`config.mk`:
```
export PLATFORM = sky130hd
export DESIGN_NAME = pixelPipeline
export DESIGN_NICKNAME = d
export VERILOG_FILES = /design/src/pixelPkg.sv /design/src/floatToFixed.sv /design/src/valueDelay.sv /design/src/attributeConvert.sv /design/src/texEnvStage.sv /design/src/fogStage.sv /design/src/pixelPipeline.sv
export SDC_FILE = /design/constraint.sdc
export NUM_CORES = 2
export LEC_CHECK = 0
export BUFFER_PORTS_ARGS = -buffer_cell sky130_fd_sc_hd__clkbuf_2
export CORE_ASPECT_RATIO = 1.25
export CORE_UTILIZATION = 62
export DETAILED_ROUTE_END_ITERATION = 8
export HOLD_SLACK_MARGIN = 0.15
export PLACE_DENSITY = 0.8
export RECOVER_POWER = 25
export SYNTH_ARGS = -nofsm -noshare
export SYNTH_HDL_FRONTEND = slang
export SYNTH_HIERARCHICAL = 1
export SYNTH_SLANG_ARGS = --single-unit
```
`constraint.sdc`:
```
create_clock -name aclk -period 8.2 [get_ports aclk]
set_input_delay 0.41 -clock aclk [delete_from_list [all_inputs] [get_ports aclk]]
set_output_delay 0.41 -clock aclk [all_outputs]
set_load 0.005 [all_outputs]
```
`src/pixelPkg.sv`:
```
// Fragment pipeline definitions
`default_nettype none

package pixelPkg;

    ////////////////////////////////////////////////////////////
    // Widths
    ////////////////////////////////////////////////////////////
    localparam int SUB_PIXEL_WIDTH    = 8;
    localparam int PIXEL_WIDTH        = 4 * SUB_PIXEL_WIDTH;
    localparam int INDEX_WIDTH        = 14;
    localparam int SCREEN_POS_WIDTH   = 11;
    localparam int FLOAT_WIDTH        = 32;
    localparam int TEX_ADDR_WIDTH     = 16;

    // IEEE-754 single precision fields
    localparam int FLOAT_EXP_WIDTH    = 8;
    localparam int FLOAT_MANT_WIDTH   = 23;
    localparam int FLOAT_EXP_BIAS     = 127;

    // Fog table and its load stream
    localparam int FOG_LUT_DEPTH      = 64;
    localparam int FOG_INDEX_WIDTH    = $clog2(FOG_LUT_DEPTH);
    localparam int LUT_STREAM_WIDTH   = 64;
    localparam int LUT_BYTES_PER_BEAT = LUT_STREAM_WIDTH / SUB_PIXEL_WIDTH;
    localparam int LUT_BEATS          = FOG_LUT_DEPTH / LUT_BYTES_PER_BEAT;

    ////////////////////////////////////////////////////////////
    // Stage latencies in clock cycles
    ////////////////////////////////////////////////////////////
    localparam int CONVERT_LATENCY    = 4;
    localparam int TEX_LATENCY        = 3;
    localparam int FOG_LATENCY        = 2;
    localparam int PIPE_LATENCY       = CONVERT_LATENCY + TEX_LATENCY + FOG_LATENCY;

    ////////////////////////////////////////////////////////////
    // Types
    ////////////////////////////////////////////////////////////
    typedef struct packed {
        logic [SUB_PIXEL_WIDTH-1:0] r;
        logic [SUB_PIXEL_WIDTH-1:0] g;
        logic [SUB_PIXEL_WIDTH-1:0] b;
        logic [SUB_PIXEL_WIDTH-1:0] a;
    } rgbaT;

    // Fragment as delivered by the interpolator, attributes in float
    typedef struct packed {
        logic [INDEX_WIDTH-1:0]      index;
        logic [SCREEN_POS_WIDTH-1:0] screenX;
        logic [SCREEN_POS_WIDTH-1:0] screenY;
        logic [FLOAT_WIDTH-1:0]      depthZ;
        logic [FLOAT_WIDTH-1:0]      depthW;
        logic [FLOAT_WIDTH-1:0]      texS;
        logic [FLOAT_WIDTH-1:0]      texT;
        logic [FLOAT_WIDTH-1:0]      colorR;
        logic [FLOAT_WIDTH-1:0]      colorG;
        logic [FLOAT_WIDTH-1:0]      colorB;
        logic [FLOAT_WIDTH-1:0]      colorA;
    } fragmentInT;

    // Travels beside the colour, depth already in fixed point
    typedef struct packed {
        logic [INDEX_WIDTH-1:0]      index;
        logic [SCREEN_POS_WIDTH-1:0] screenX;
        logic [SCREEN_POS_WIDTH-1:0] screenY;
        logic [31:0]                 depth;
    } fragMetaT;

    typedef enum logic [1:0] {
        REPLACE  = 2'd0,
        MODULATE = 2'd1,
        ADD      = 2'd2
    } texModeT;

    typedef struct packed {
        logic    texEnable;
        texModeT texMode;
        logic    fogEnable;
        rgbaT    fogColor;
    } pipeConfT;

endpackage

`default_nettype wire

```
`src/floatToFixed.sv`:
```
// Float to fixed point converter
`timescale 1ns/10ps
`default_nettype none

module floatToFixed
    import pixelPkg::*;
#(
    parameter int EXP_BIAS_OFFSET = 0
)
(
    input  wire                    clk,
    input  wire                    rst,
    input  wire  [FLOAT_WIDTH-1:0] in,
    output logic [FLOAT_WIDTH-1:0] out
);

    logic                        drop1;
    logic [FLOAT_EXP_WIDTH-1:0]  exp1;
    logic [FLOAT_MANT_WIDTH:0]   mant1;
    logic                        drop2;
    logic signed [10:0]          shift2;
    logic [FLOAT_MANT_WIDTH:0]   mant2;
    logic                        drop3;
    logic                        sat3;
    logic [FLOAT_WIDTH-1:0]      shifted3;
    logic [FLOAT_WIDTH-1:0]      mantWide;
    logic [10:0]                 rightAmount;

    assign mantWide    = FLOAT_WIDTH'(mant2);
    assign rightAmount = -shift2;

    always_ff @(posedge clk)
    begin
        // Step 1: split fields, negatives and zero/denormals give 0
        drop1 <= in[FLOAT_WIDTH-1] | (in[FLOAT_WIDTH-2 -: FLOAT_EXP_WIDTH] == '0);
        exp1  <= in[FLOAT_WIDTH-2 -: FLOAT_EXP_WIDTH];
        mant1 <= {1'b1, in[FLOAT_MANT_WIDTH-1:0]};

        // Step 2: net shift of the 24-bit mantissa
        drop2  <= drop1;
        mant2  <= mant1;
        shift2 <= 11'({3'b000, exp1})
            - 11'(FLOAT_EXP_BIAS + FLOAT_MANT_WIDTH + EXP_BIAS_OFFSET);

        // Step 3: a 24-bit mantissa fits up to a left shift of 8
        drop3    <= drop2;
        sat3     <= (shift2 > 11'sd8);
        shifted3 <= shift2[10] ? (mantWide >> rightAmount) : (mantWide << shift2[3:0]);
    end

    // Step 4
    always_ff @(posedge clk)
    begin
        if (rst)
            out <= '0;
        else if (drop3)
            out <= '0;
        else if (sat3)
            out <= '1;
        else
            out <= shifted3;
    end

endmodule

`default_nettype wire

```
`src/valueDelay.sv`:
```
// Delay line for pipeline payloads
`timescale 1ns/10ps
`default_nettype none

module valueDelay
#(
    parameter type payloadT = logic,
    parameter int  DELAY    = 1
)
(
    input  wire     clk,
    input  wire     rst,
    input  wire     inValid,
    input  wire     payloadT in,
    output logic    outValid,
    output payloadT out
);

    payloadT          stages [DELAY];
    logic [DELAY-1:0] validPipe;

    always_ff @(posedge clk)
    begin
        stages[0] <= in;
        for (int i = 1; i < DELAY; i++)
        begin
            stages[i] <= stages[i-1];
        end
    end

    always_ff @(posedge clk)
    begin
        if (rst)
            validPipe <= '0;
        else
        begin
            validPipe[0] <= inValid;
            for (int i = 1; i < DELAY; i++)
            begin
                validPipe[i] <= validPipe[i-1];
            end
        end
    end

    assign outValid = validPipe[DELAY-1];
    assign out      = stages[DELAY-1];

endmodule

`default_nettype wire

```
`src/attributeConvert.sv`:
```
// Fragment attribute conversion
`timescale 1ns/10ps
`default_nettype none

module attributeConvert
    import pixelPkg::*;
(
    input  wire                        clk,
    input  wire                        rst,
    input  wire fragmentInT            fragIn,
    input  wire                        fragValid,
    output rgbaT                       color,
    output logic [31:0]                texS,
    output logic [31:0]                texT,
    output logic [31:0]                depthZ,
    output logic [FOG_INDEX_WIDTH-1:0] fogIndex,
    output fragMetaT                   meta,
    output logic                       valid
);

    logic [FLOAT_WIDTH-1:0]     wFixed;
    logic [FLOAT_WIDTH-1:0]     colorFloat   [4];
    logic [FLOAT_WIDTH-1:0]     colorFixed   [4];
    logic [SUB_PIXEL_WIDTH-1:0] colorClamped [4];
    fragMetaT                   metaIn;
    fragMetaT                   metaDelayed;

    ////////////////////////////////////////////////////////////
    // Depth and texture coordinates
    ////////////////////////////////////////////////////////////
    // z as 16.16
    floatToFixed #(.EXP_BIAS_OFFSET(-16)) convDepthZ
        (.clk(clk), .rst(rst), .in(fragIn.depthZ), .out(depthZ));

    // w as plain integer, only used to pick a fog entry
    floatToFixed #(.EXP_BIAS_OFFSET(0)) convDepthW
        (.clk(clk), .rst(rst), .in(fragIn.depthW), .out(wFixed));

    // Texture coordinates, 1.0 lands on bit 15
    floatToFixed #(.EXP_BIAS_OFFSET(-15)) convTexS
        (.clk(clk), .rst(rst), .in(fragIn.texS), .out(texS));
    floatToFixed #(.EXP_BIAS_OFFSET(-15)) convTexT
        (.clk(clk), .rst(rst), .in(fragIn.texT), .out(texT));

    assign fogIndex = (|wFixed[FLOAT_WIDTH-1:FOG_INDEX_WIDTH]) ? '1
                                                              : wFixed[FOG_INDEX_WIDTH-1:0];

    ////////////////////////////////////////////////////////////
    // Primary colour
    ////////////////////////////////////////////////////////////
    assign colorFloat[0] = fragIn.colorR;
    assign colorFloat[1] = fragIn.colorG;
    assign colorFloat[2] = fragIn.colorB;
    assign colorFloat[3] = fragIn.colorA;

    for (genvar i = 0; i < 4; i++)
    begin : gColor
        floatToFixed #(.EXP_BIAS_OFFSET(-16)) convColor
            (.clk(clk), .rst(rst), .in(colorFloat[i]), .out(colorFixed[i]));

        // Anything at or above 1.0 clamps to full intensity
        assign colorClamped[i] = (|colorFixed[i][31:16]) ? '1 : colorFixed[i][15:8];
    end

    assign color = '{r: colorClamped[0], g: colorClamped[1],
                     b: colorClamped[2], a: colorClamped[3]};

    ////////////////////////////////////////////////////////////
    // Metadata, depth filled in after conversion
    ////////////////////////////////////////////////////////////
    assign metaIn = '{index: fragIn.index, screenX: fragIn.screenX,
                      screenY: fragIn.screenY, depth: '0};

    valueDelay #(.payloadT(fragMetaT), .DELAY(CONVERT_LATENCY)) metaDelay (
        .clk      (clk),
        .rst      (rst),
        .inValid  (fragValid),
        .in       (metaIn),
        .outValid (valid),
        .out      (metaDelayed)
    );

    assign meta = '{index: metaDelayed.index, screenX: metaDelayed.screenX,
                    screenY: metaDelayed.screenY, depth: depthZ};

endmodule

`default_nettype wire

```
`src/texEnvStage.sv`:
```
// Texture fetch and environment combine
`timescale 1ns/10ps
`default_nettype none

module texEnvStage
    import pixelPkg::*;
(
    input  wire                       clk,
    input  wire                       rst,
    input  wire pipeConfT             conf,
    input  wire rgbaT                 color,
    input  wire [31:0]                texS,
    input  wire [31:0]                texT,
    input  wire                       inValid,
    output logic [TEX_ADDR_WIDTH-1:0] texelAddr,
    input  wire rgbaT                 texelData,
    output rgbaT                      outColor,
    output logic                      outValid
);

    rgbaT color1;
    rgbaT color2;
    rgbaT combined;
    logic valid1;
    logic valid2;

    function automatic logic [SUB_PIXEL_WIDTH-1:0] combineChannel(
        input texModeT                    mode,
        input logic [SUB_PIXEL_WIDTH-1:0] texel,
        input logic [SUB_PIXEL_WIDTH-1:0] prim
    );
        logic [2*SUB_PIXEL_WIDTH-1:0] product;
        logic [SUB_PIXEL_WIDTH:0]     sum;
        // Scaling by prim + 1 keeps 255 * 255 at 255
        product = texel * (prim + 9'd1);
        sum     = texel + prim;
        case (mode)
            REPLACE:  return texel;
            MODULATE: return product[2*SUB_PIXEL_WIDTH-1:SUB_PIXEL_WIDTH];
            ADD:      return sum[SUB_PIXEL_WIDTH] ? '1 : sum[SUB_PIXEL_WIDTH-1:0];
            default:  return prim;
        endcase
    endfunction

    ////////////////////////////////////////////////////////////
    // Cycle 1: texel address, 256x256 texels repeating each 1.0
    ////////////////////////////////////////////////////////////
    always_ff @(posedge clk)
    begin
        texelAddr <= {texT[14:7], texS[14:7]};
        color1    <= color;
        color2    <= color1;
        outColor  <= conf.texEnable ? combined : color2;
    end

    always_ff @(posedge clk)
    begin
        if (rst)
        begin
            valid1   <= 1'b0;
            valid2   <= 1'b0;
            outValid <= 1'b0;
        end
        else
        begin
            valid1   <= inValid;
            valid2   <= valid1;
            outValid <= valid2;
        end
    end

    ////////////////////////////////////////////////////////////
    // Cycle 3: texel has arrived from memory
    ////////////////////////////////////////////////////////////
    always_comb
    begin
        combined.r = combineChannel(conf.texMode, texelData.r, color2.r);
        combined.g = combineChannel(conf.texMode, texelData.g, color2.g);
        combined.b = combineChannel(conf.texMode, texelData.b, color2.b);
        combined.a = combineChannel(conf.texMode, texelData.a, color2.a);
    end

endmodule

`default_nettype wire

```
`src/fogStage.sv`:
```
// Fog table and fog blend
`timescale 1ns/10ps
`default_nettype none

module fogStage
    import pixelPkg::*;
(
    input  wire                         clk,
    input  wire                         rst,
    input  wire pipeConfT               conf,
    input  wire [LUT_STREAM_WIDTH-1:0]  lutData,
    input  wire                         lutValid,
    input  wire                         lutLast,
    input  wire rgbaT                   color,
    input  wire [FOG_INDEX_WIDTH-1:0]   fogIndex,
    input  wire                         inValid,
    output rgbaT                        outColor,
    output logic                        outValid
);

    logic [SUB_PIXEL_WIDTH-1:0]   fogLut [FOG_LUT_DEPTH];
    logic [$clog2(LUT_BEATS)-1:0] wrPtr;
    logic [SUB_PIXEL_WIDTH-1:0]   factor1;
    rgbaT                         color1;
    rgbaT                         fogged;
    logic                         valid1;

    function automatic logic [SUB_PIXEL_WIDTH-1:0] fogChannel(
        input logic [SUB_PIXEL_WIDTH-1:0] c,
        input logic [SUB_PIXEL_WIDTH-1:0] fc,
        input logic [SUB_PIXEL_WIDTH-1:0] f
    );
        logic [2*SUB_PIXEL_WIDTH-1:0] mix;
        // Weights sum to 256, so the result never exceeds 255
        mix = c * (f + 9'd1) + fc * (9'd255 - f);
        return mix[2*SUB_PIXEL_WIDTH-1:SUB_PIXEL_WIDTH];
    endfunction

    ////////////////////////////////////////////////////////////
    // Table load, eight factors per beat
    ////////////////////////////////////////////////////////////
    always_ff @(posedge clk)
    begin
        if (lutValid)
        begin
            for (int i = 0; i < LUT_BYTES_PER_BEAT; i++)
            begin
                fogLut[wrPtr * LUT_BYTES_PER_BEAT + i] <=
                    lutData[i * SUB_PIXEL_WIDTH +: SUB_PIXEL_WIDTH];
            end
        end
    end

    // Last beat rewinds for the next load
    always_ff @(posedge clk)
    begin
        if (rst)
            wrPtr <= '0;
        else if (lutValid)
            wrPtr <= lutLast ? '0 : wrPtr + 1'b1;
    end

    ////////////////////////////////////////////////////////////
    // Cycle 1 reads the factor, cycle 2 blends
    ////////////////////////////////////////////////////////////
    always_ff @(posedge clk)
    begin
        factor1  <= fogLut[fogIndex];
        color1   <= color;
        outColor <= conf.fogEnable ? fogged : color1;
    end

    always_ff @(posedge clk)
    begin
        if (rst)
        begin
            valid1   <= 1'b0;
            outValid <= 1'b0;
        end
        else
        begin
            valid1   <= inValid;
            outValid <= valid1;
        end
    end

    always_comb
    begin
        fogged.r = fogChannel(color1.r, conf.fogColor.r, factor1);
        fogged.g = fogChannel(color1.g, conf.fogColor.g, factor1);
        fogged.b = fogChannel(color1.b, conf.fogColor.b, factor1);
        fogged.a = fogChannel(color1.a, conf.fogColor.a, factor1);
    end

endmodule

`default_nettype wire

```
`src/pixelPipeline.sv`:
```
// Fragment pipeline top level
`timescale 1ns/10ps
`default_nettype none

module pixelPipeline
    import pixelPkg::*;
(
    input  wire                         aclk,
    input  wire                         rst,
    input  wire pipeConfT               conf,
    input  wire fragmentInT             fragIn,
    input  wire                         fragValid,
    input  wire [LUT_STREAM_WIDTH-1:0]  lutData,
    input  wire                         lutValid,
    input  wire                         lutLast,
    output logic [TEX_ADDR_WIDTH-1:0]   texelAddr,
    input  wire rgbaT                   texelData,
    output rgbaT                        outColor,
    output fragMetaT                    outMeta,
    output logic                        outValid
);

    rgbaT                       convColor;
    logic [31:0]                convTexS;
    logic [31:0]                convTexT;
    logic [FOG_INDEX_WIDTH-1:0] convFogIndex;
    fragMetaT                   convMeta;
    logic                       convValid;
    rgbaT                       texColor;
    logic                       texValid;
    logic [FOG_INDEX_WIDTH-1:0] texFogIndex;

    ////////////////////////////////////////////////////////////
    // Float to fixed, 4 cycles
    ////////////////////////////////////////////////////////////
    // Depth z already rides inside convMeta
    attributeConvert convert (
        .clk      (aclk),
        .rst      (rst),
        .fragIn   (fragIn),
        .fragValid(fragValid),
        .color    (convColor),
        .texS     (convTexS),
        .texT     (convTexT),
        .depthZ   (),
        .fogIndex (convFogIndex),
        .meta     (convMeta),
        .valid    (convValid)
    );

    ////////////////////////////////////////////////////////////
    // Texture, 3 cycles
    ////////////////////////////////////////////////////////////
    texEnvStage texEnv (
        .clk      (aclk),
        .rst      (rst),
        .conf     (conf),
        .color    (convColor),
        .texS     (convTexS),
        .texT     (convTexT),
        .inValid  (convValid),
        .texelAddr(texelAddr),
        .texelData(texelData),
        .outColor (texColor),
        .outValid (texValid)
    );

    // Fog index waits out the texture stage
    valueDelay #(.payloadT(logic [FOG_INDEX_WIDTH-1:0]), .DELAY(TEX_LATENCY)) fogIndexDelay (
        .clk(aclk), .rst(rst), .inValid(convValid), .in(convFogIndex),
        .outValid(), .out(texFogIndex)
    );

    ////////////////////////////////////////////////////////////
    // Fog, 2 cycles
    ////////////////////////////////////////////////////////////
    fogStage fog (
        .clk(aclk), .rst(rst), .conf(conf),
        .lutData(lutData), .lutValid(lutValid), .lutLast(lutLast),
        .color(texColor), .fogIndex(texFogIndex), .inValid(texValid),
        .outColor(outColor), .outValid(outValid)
    );

    // Metadata runs beside texture and fog
    valueDelay #(.payloadT(fragMetaT), .DELAY(TEX_LATENCY + FOG_LATENCY)) metaDelay (
        .clk(aclk), .rst(rst), .inValid(convValid), .in(convMeta),
        .outValid(), .out(outMeta)
    );

endmodule

`default_nettype wire

```
# Word level (Yosys, flattened, before mapping)
# Memory sizes are Yosys's and may differ from the RTL's. A register that Yosys moved wholly into a read port is not among the register bits.
# Cells that the tools add are included.
[totals]
ff_bits = 1168
ramBits = 1142
in_bits = 429
output_inout_bits = 117
mem_count = 4
[op_classes]
n_addsub = 38
n_mul = 12
n_lt_le_gt_ge = 8
eq_ne = 2
shifts = 16
muxes = 30
bitwise = 8
reduce_logical = 22
[mem_list]
columns = ["memory", "words", "width", "read_ports", "rd_clocked_by_memory_dff", "write_ports", "line", "text"]
rows = [
  ["fog.fogLut", 64, 8, 1, 1, 8, "fogStage.sv:21", "logic [SUB_PIXEL_WIDTH-1:0] fogLut [FOG_LUT_DEPTH];"],
  ["metaDelay.stages", 5, 68, 5, 0, 5, "valueDelay.sv:19", "payloadT stages [DELAY];"],
  ["convert.metaDelay.stages", 4, 68, 4, 0, 4, "valueDelay.sv:19", ""],
  ["fogIndexDelay.stages", 3, 6, 3, 0, 3, "valueDelay.sv:19", ""],
]
[ops]
columns = ["cell", "count"]
rows = [
  ["32-bit two-way mux", 14],
  ["8-bit by 16-bit multiplier with 16-bit output", 12],
  ["24-bit by 4-bit << shifter with 32-bit output", 6],
  ["24-bit by 11-bit >> shifter with 32-bit output", 6],
  ["8-bit case mux with 3 select lines", 4],
  ["9-bit negation with 11-bit output", 8],
  ["9-bit by 5-bit > comparator with 1-bit output (second input constant)", 8],
  ["8-bit by 8-bit subtractor with 9-bit output (second input constant)", 8],
  ["16-bit adder", 4],
  ["8-bit logical NOT", 8],
  ["16-bit OR reduction", 4],
  ["15-bit two-way mux", 4],
  ["24-bit by 4-bit << shifter with 15-bit output", 2],
  ["24-bit by 11-bit >> shifter with 15-bit output", 2],
  ["8-bit by 1-bit adder with 9-bit output (second input constant)", 5],
  ["8-bit by 8-bit adder with 9-bit output", 4],
  ["8-bit two-way mux", 4],
  ["26-bit OR reduction", 1],
  ["6-bit by 3-bit adder with 6-bit output (second input constant)", 4],
  ["2-bit OR reduction", 8],
  ["6-bit by 2-bit adder with 6-bit output (second input constant)", 2],
  ["8-bit by 8-bit subtractor with 9-bit output (first input constant)", 1],
  ["1-bit OR", 8],
  ["6-bit by 1-bit adder with 6-bit output (second input constant)", 1],
  ["7 further kinds", 8],
]

# Logic depth before layout (Yosys ltp)
[depth]
word_depth = 4
mapped_depth = 27
depth_no_buf = 25

# Hierarchy
# Netlist, hierarchy kept.
[modules_own_cells]
columns = ["module", "instances", "cells_per_inst", "area_each_um2"]
rows = [
  ["fogStage", 1, 2909, 39273.9],
  ["floatToFixed at convert.convDepthZ ...", 4, 544, 5729.2],
  ["texEnvStage", 1, 1449, 13354.1],
  ["floatToFixed at convert.convTexS ...", 2, 532, 5811.8],
  ["valueDelay at metaDelay", 1, 418, 7448.4],
  ["floatToFixed at convert.gColor[3].convColor", 1, 537, 5749.3],
  ["floatToFixed at convert.convDepthW", 1, 516, 5689.2],
  ["valueDelay at convert.metaDelay", 1, 280, 5550.3],
  ["attributeConvert", 1, 109, 699.4],
  ["valueDelay at fogIndexDelay", 1, 30, 484.2],
]

# Worst setup path after synthesis
# OpenSTA, ideal clock, no wires.
[synth_timing]
path_type = "flip-flop to flip-flop"
start = "register fog.factor1[1], read port of fog.fogLut"
end = "register, netlist name fog/outColor[12]"
arrival_ps = 6331
setup_slack_ps = 1748
path_stages_with_launch = 24
n_path_buf = 2
cell_sequence = "dfxtp_1 ha_1 nand3_1 nor2_1 and3_1 clkbuf_1 clkbuf_1 nand2_1 fa_1 fa_1 inv_1 fa_1 fa_1 fa_1 inv_1 fa_1 inv_1 ha_1 and3_1 nor3b_1 or3_1 a21o_1 xor2_1 mux2_2"
[synth_between]
elab_chain_cells = 4
elab_cells_between_ends = 6
cone_classes = "3 x add/sub; 2 x mul; 1 x mux"
[synth_lines]
columns = ["item", "line", "text"]
rows = [
  ["start: declaration", "fogStage.sv:23", "logic [SUB_PIXEL_WIDTH-1:0] factor1;"],
  ["8-bit by 1-bit adder with 9-bit output or 8-bit by 8-bit subtractor with 9-bit output (tied branches)", "fogStage.sv:35", "mix = c * (f + 9'd1) + fc * (9'd255 - f);"],
  ["8-bit by 16-bit multiplier with 16-bit output", "fogStage.sv:35", ""],
  ["16-bit adder (*)", "fogStage.sv:35", ""],
  ["32-bit two-way mux (*)", "fogStage.sv:70", "outColor <= conf.fogEnable ? fogged : color1;"],
]
# Every way passes the cells marked *; elsewhere a longest branch is shown, timed or not.
# A chain may end at the register's enable or synchronous reset.

# Worst setup path in the final report
[layout_timing]
start = "register fog.factor1[3], read port of fog.fogLut"
end = "register, netlist name fog/outColor[28]"
[layout_between]
elab_chain_cells = 4
elab_cells_between_ends = 6
cone_classes = "3 x add/sub; 2 x mul; 1 x mux"
[layout_lines]
columns = ["item", "line"]
rows = [
  ["8-bit by 1-bit adder with 9-bit output or 8-bit by 8-bit subtractor with 9-bit output (tied branches)", "fogStage.sv:35"],
  ["8-bit by 16-bit multiplier with 16-bit output", "fogStage.sv:35"],
  ["16-bit adder (*)", "fogStage.sv:35"],
  ["32-bit two-way mux (*)", "fogStage.sv:70"],
]
# Marked as above.

==> results_tabular.tex <==
\begin{tabular}{lr}
\hline
Metric & Value \\
\hline
\multicolumn{2}{l}{\textbf{Timing}} \\
\quad Setup repair after global routing missed its margin & false \\
\quad Final count of pins violating max slew & 0 \\
\quad Count of final hold-check violations & 0 \\
\quad Clock tree skew after final layout & 62.9 ps \\
\quad Part of the cycle the worst path needs & 89.9\% \\
\quad Post-Route Setup TNS & 0 ps \\
\quad Transition time at the pin with the least slew margin & 1240 ps \\
\quad Max-slew headroom & 17.1\% \\
\quad WHS & 213 ps \\
\quad Time the worst path needs with I/O delays and setup & 7370 ps \\
\quad Max Clock Freq & 136 MHz \\
\quad Final-report setup violation count & 0 \\
\multicolumn{2}{l}{\textbf{Setup path}} \\
\quad Worst r2r dst & fog/outColor[28] \\
\quad Worst-path maximum fanout & 17 \\
\quad Worst r2r path cells & 20 \\
\quad Delay of the slowest critical-path stage & 710 ps \\
\quad Type of the worst setup path & flop to flop \\
\quad Critical path's most frequent cell & fa\_1 \\
\quad Library cell contributing the largest single delay on the critical path & dfxtp\_1 \\
\quad Reg-to-reg slack, setup & 830 ps \\
\quad Worst Path Arrival & 8060 ps \\
\quad Setup crit start & fog/factor1[3] \\
\quad Chain of cells forming the critical path & nand3\_1 > xnor2\_2 > buf\_4 > nand2\_1 > fa\_1 > fa\_1 > fa\_1 > inv\_1 > fa\_1 > fa\_1 > inv\_1 > fa\_1 > inv\_1 > ha\_1 > or3\_1 > or2\_2 > a31oi\_2 > o21ai\_0 > xor2\_1 > mux2\_2 \\
\quad Startpoint class of the critical path & flop \\
\quad Critical path capture point type & flop \\
\quad Req. time, crit path & 8900 ps \\
\quad Crit path to & fog/outColor[28] \\
\quad Worst r2r src & fog/factor1[3] \\
\multicolumn{2}{l}{\textbf{Run status}} \\
\quad Status & completed \\
\multicolumn{2}{l}{\textbf{Floorplan}} \\
\quad Number of top-level pins & 546 \\
\quad Die width & 364 µm \\
\quad Vertical die dimension & 455 µm \\
\quad Die area & 166,000 µm² \\
\quad Effective utilization at floorplan & 62.7\% \\
\quad Core Footprint & 162,000 µm² \\
\quad Count of standard-cell rows & 165 \\
\multicolumn{2}{l}{\textbf{Clock tree}} \\
\quad Number of buffers on the longest clock path & 3 \\
\quad Buffer cell driving the clock tree root & clkbuf\_16 \\
\quad Clock transition at the register clock pins on the worst setup and hold paths after CTS & 70 ps \\
\quad Clock net sink count & 2,098 \\
\quad H-tree depth & 4 \\
\quad Post-CTS Resized & 0 \\
\quad Worst-skew pair later-pin latency & 840 ps \\
\quad Post-cts hold buffer count & 417 \\
\quad Total clock buffers created by CTS & 184 \\
\quad Number of post-CTS setup repair buffers & 0 \\
\quad Clock tree from TritonCTS & done \\
\multicolumn{2}{l}{\textbf{Routing}} \\
\quad Top Metal Used & met5 \\
\quad Total Routed Length & 252,000 µm \\
\quad DR WL met2 & 129,000 µm \\
\quad Post-detailed-route DRC marker count & 0 \\
\quad Detailed router's first-iteration violation count & 5,273 \\
\quad Drt via density & 5.75 \\
\quad Total via count in the routed design & 66,500 \\
\quad Post-route ant nets & 0 \\
\quad Initial DRT Pass Iterations & 6 \\
\quad Met3 wire length & 16,200 µm \\
\quad Post-detailed-route wirelength per cell & 21.8 µm \\
\quad Met1 Wirelength & 92,600 µm \\
\multicolumn{2}{l}{\textbf{Finish}} \\
\quad Finished Cell Area & 116,000 µm² \\
\quad Share of layout cells above drive strength 1 & 16.0\% \\
\quad Core utilization of the finished layout & 71.3\% \\
\quad Final layout net count & 10,600 \\
\quad Growth of design area from synthesis to finish & 13.7\% \\
\multicolumn{2}{l}{\textbf{Flow run}} \\
\quad Number of max-cap violations & 0 \\
\multicolumn{2}{l}{\textbf{Place}} \\
\quad Placed Instance Area & 105,000 µm² \\
\quad Routability congestion estimate & 0.946 \\
\quad Hpwl dp & 166,000 µm \\
\quad Count of buffers from port buffering & 545 \\
\multicolumn{2}{l}{\textbf{Yosys}} \\
\quad Syn nets & 9,966 \\
\quad Post-Synthesis Mean Instance Area & 11.9 µm² \\
\quad Synthesized instance count & 8,542 \\
\quad Synth warn & 6 \\
\quad Area of the mapped netlist & 102,000 µm² \\
\multicolumn{2}{l}{\textbf{GRT}} \\
\quad Global-route wire length before repair & 390,000 µm \\
\quad Global route overflow & 0 \\
\quad Number of antenna violations at the first check in global routing & 50 \\
\quad Pin count of the biggest net entering global routing & 102 \\
\quad Via count of the first global-routing pass & 69,900 \\
\quad Total GRT Usage & 30.3\% \\
\multicolumn{2}{l}{\textbf{Min path}} \\
\quad Min-delay worst type & input pin to flop \\
\hline
\end{tabular}
==> worst min-delay path by stage <==
stage | slack [ps] | cells after the start | from | to
CTS | 150 | 2 | fragIn[74] | convert/gColor[1].convColor/mant1[10]
global placement | 310 | 0 | metaDelay/stages[0][115] | metaDelay/stages[0][183]
finish | 210 | 2 | fragIn[179] | convert/convTexS/mant1[19]
floorplan | 310 | 0 | convert/convDepthW/drop1 | convert/convDepthW/drop2
global route | 170 | 2 | fragIn[179] | convert/convTexS/mant1[19]
detailed placement | 310 | 0 | metaDelay/stages[0][49] | metaDelay/stages[0][117]
==> registers in the layout, indices dropped and copies added, names as in the netlist, 32 cells and up <==
register                           cells
convert/gColor.convColor/shifted3     96
texEnv/color2                         32
fog/outColor                          32
convert/gColor.convColor/shift2       36
fog/color1                            32
convert/convDepthZ/shifted3           32
convert/convDepthW/out                32
metaDelay/stages                     340
convert/gColor.convColor/mant2        92
convert/convDepthW/shifted3           32
convert/gColor.convColor/out          96
convert/metaDelay/stages             144
convert/gColor.convColor/mant1        92
texEnv/color1                         32
fog/fogLut                           512
convert/convDepthZ/out                32
texEnv/outColor                       32
convert/gColor.convColor/exp1         32
==> per-layer routing <==
layer  up-vias  global-route usage [%]
met1     32700                    35.4
met3       769                    5.34
met5         -                       0
li1      30300                       -
met2      2757                    53.5
met4        42                    15.4
==> cell type report <==
type | count | area, µm²
repair buffers | 1046 | 7430
multi-input cells | 5029 | 48600
fillers | 11000 | 46600
diodes | 34 | 85.1
inverters | 838 | 3150
well taps | 2171 | 2720
clock buffers | 237 | 5080
flip-flops and latches | 2098 | 47100
clock inverters | 105 | 1520
==> layout by cell type (no fill, tap or decap), types with 26 or more instances in the layout <==
master / count
nor3_1: 79
o21a_1: 209
nor2b_1: 339
buf_4: 83
clkbuf_1: 116
o21ai_0: 110
clkbuf_8: 26
o22ai_1: 67
a22oi_1: 42
o32ai_1: 38
mux2_2: 166
clkbuf_2: 455
nor2_1: 414
nand2_1: 449
xor2_1: 81
ha_1: 431
diode_2: 34
mux4_2: 305
a211oi_1: 51
and2_1: 235
dlygate4sd3_1: 417
nand2b_1: 186
nor4_1: 52
inv_1: 825
mux2i_1: 325
or2_2: 46
dfxtp_1: 1576
clkbuf_16: 185
o22ai_2: 31
a21o_1: 50
nand3_1: 37
xnor2_1: 115
fa_1: 564
edfxtp_1: 512
a21oi_1: 185
==> per-stage QoR <==
stage	instances	setup WS (ps)
after floorplan	8542	1750
after global placement	10800	1190
after detailed placement	10800	984
after CTS	11500	905
after global routing	11600	530
final	11600	832
==> worst max-delay path: cells and delay by family, from the launching register on <==
| family | cells | cell delay (ps) |
|---|---|---|
| buffers and inverters | 4 | 540 |
| and+or+nand+nor | 4 | 1120 |
| adders and majority gates | 7 | 3240 |
| xor gates and xnor gates | 2 | 860 |
| muxes | 1 | 260 |
| DFF | 1 | 710 |
| AOI/OAI and AO/OA | 2 | 460 |
Power is left out: the tool's default activity adds up to more than one toggle a clock period on the data nets, which glitch-free logic cannot reach.
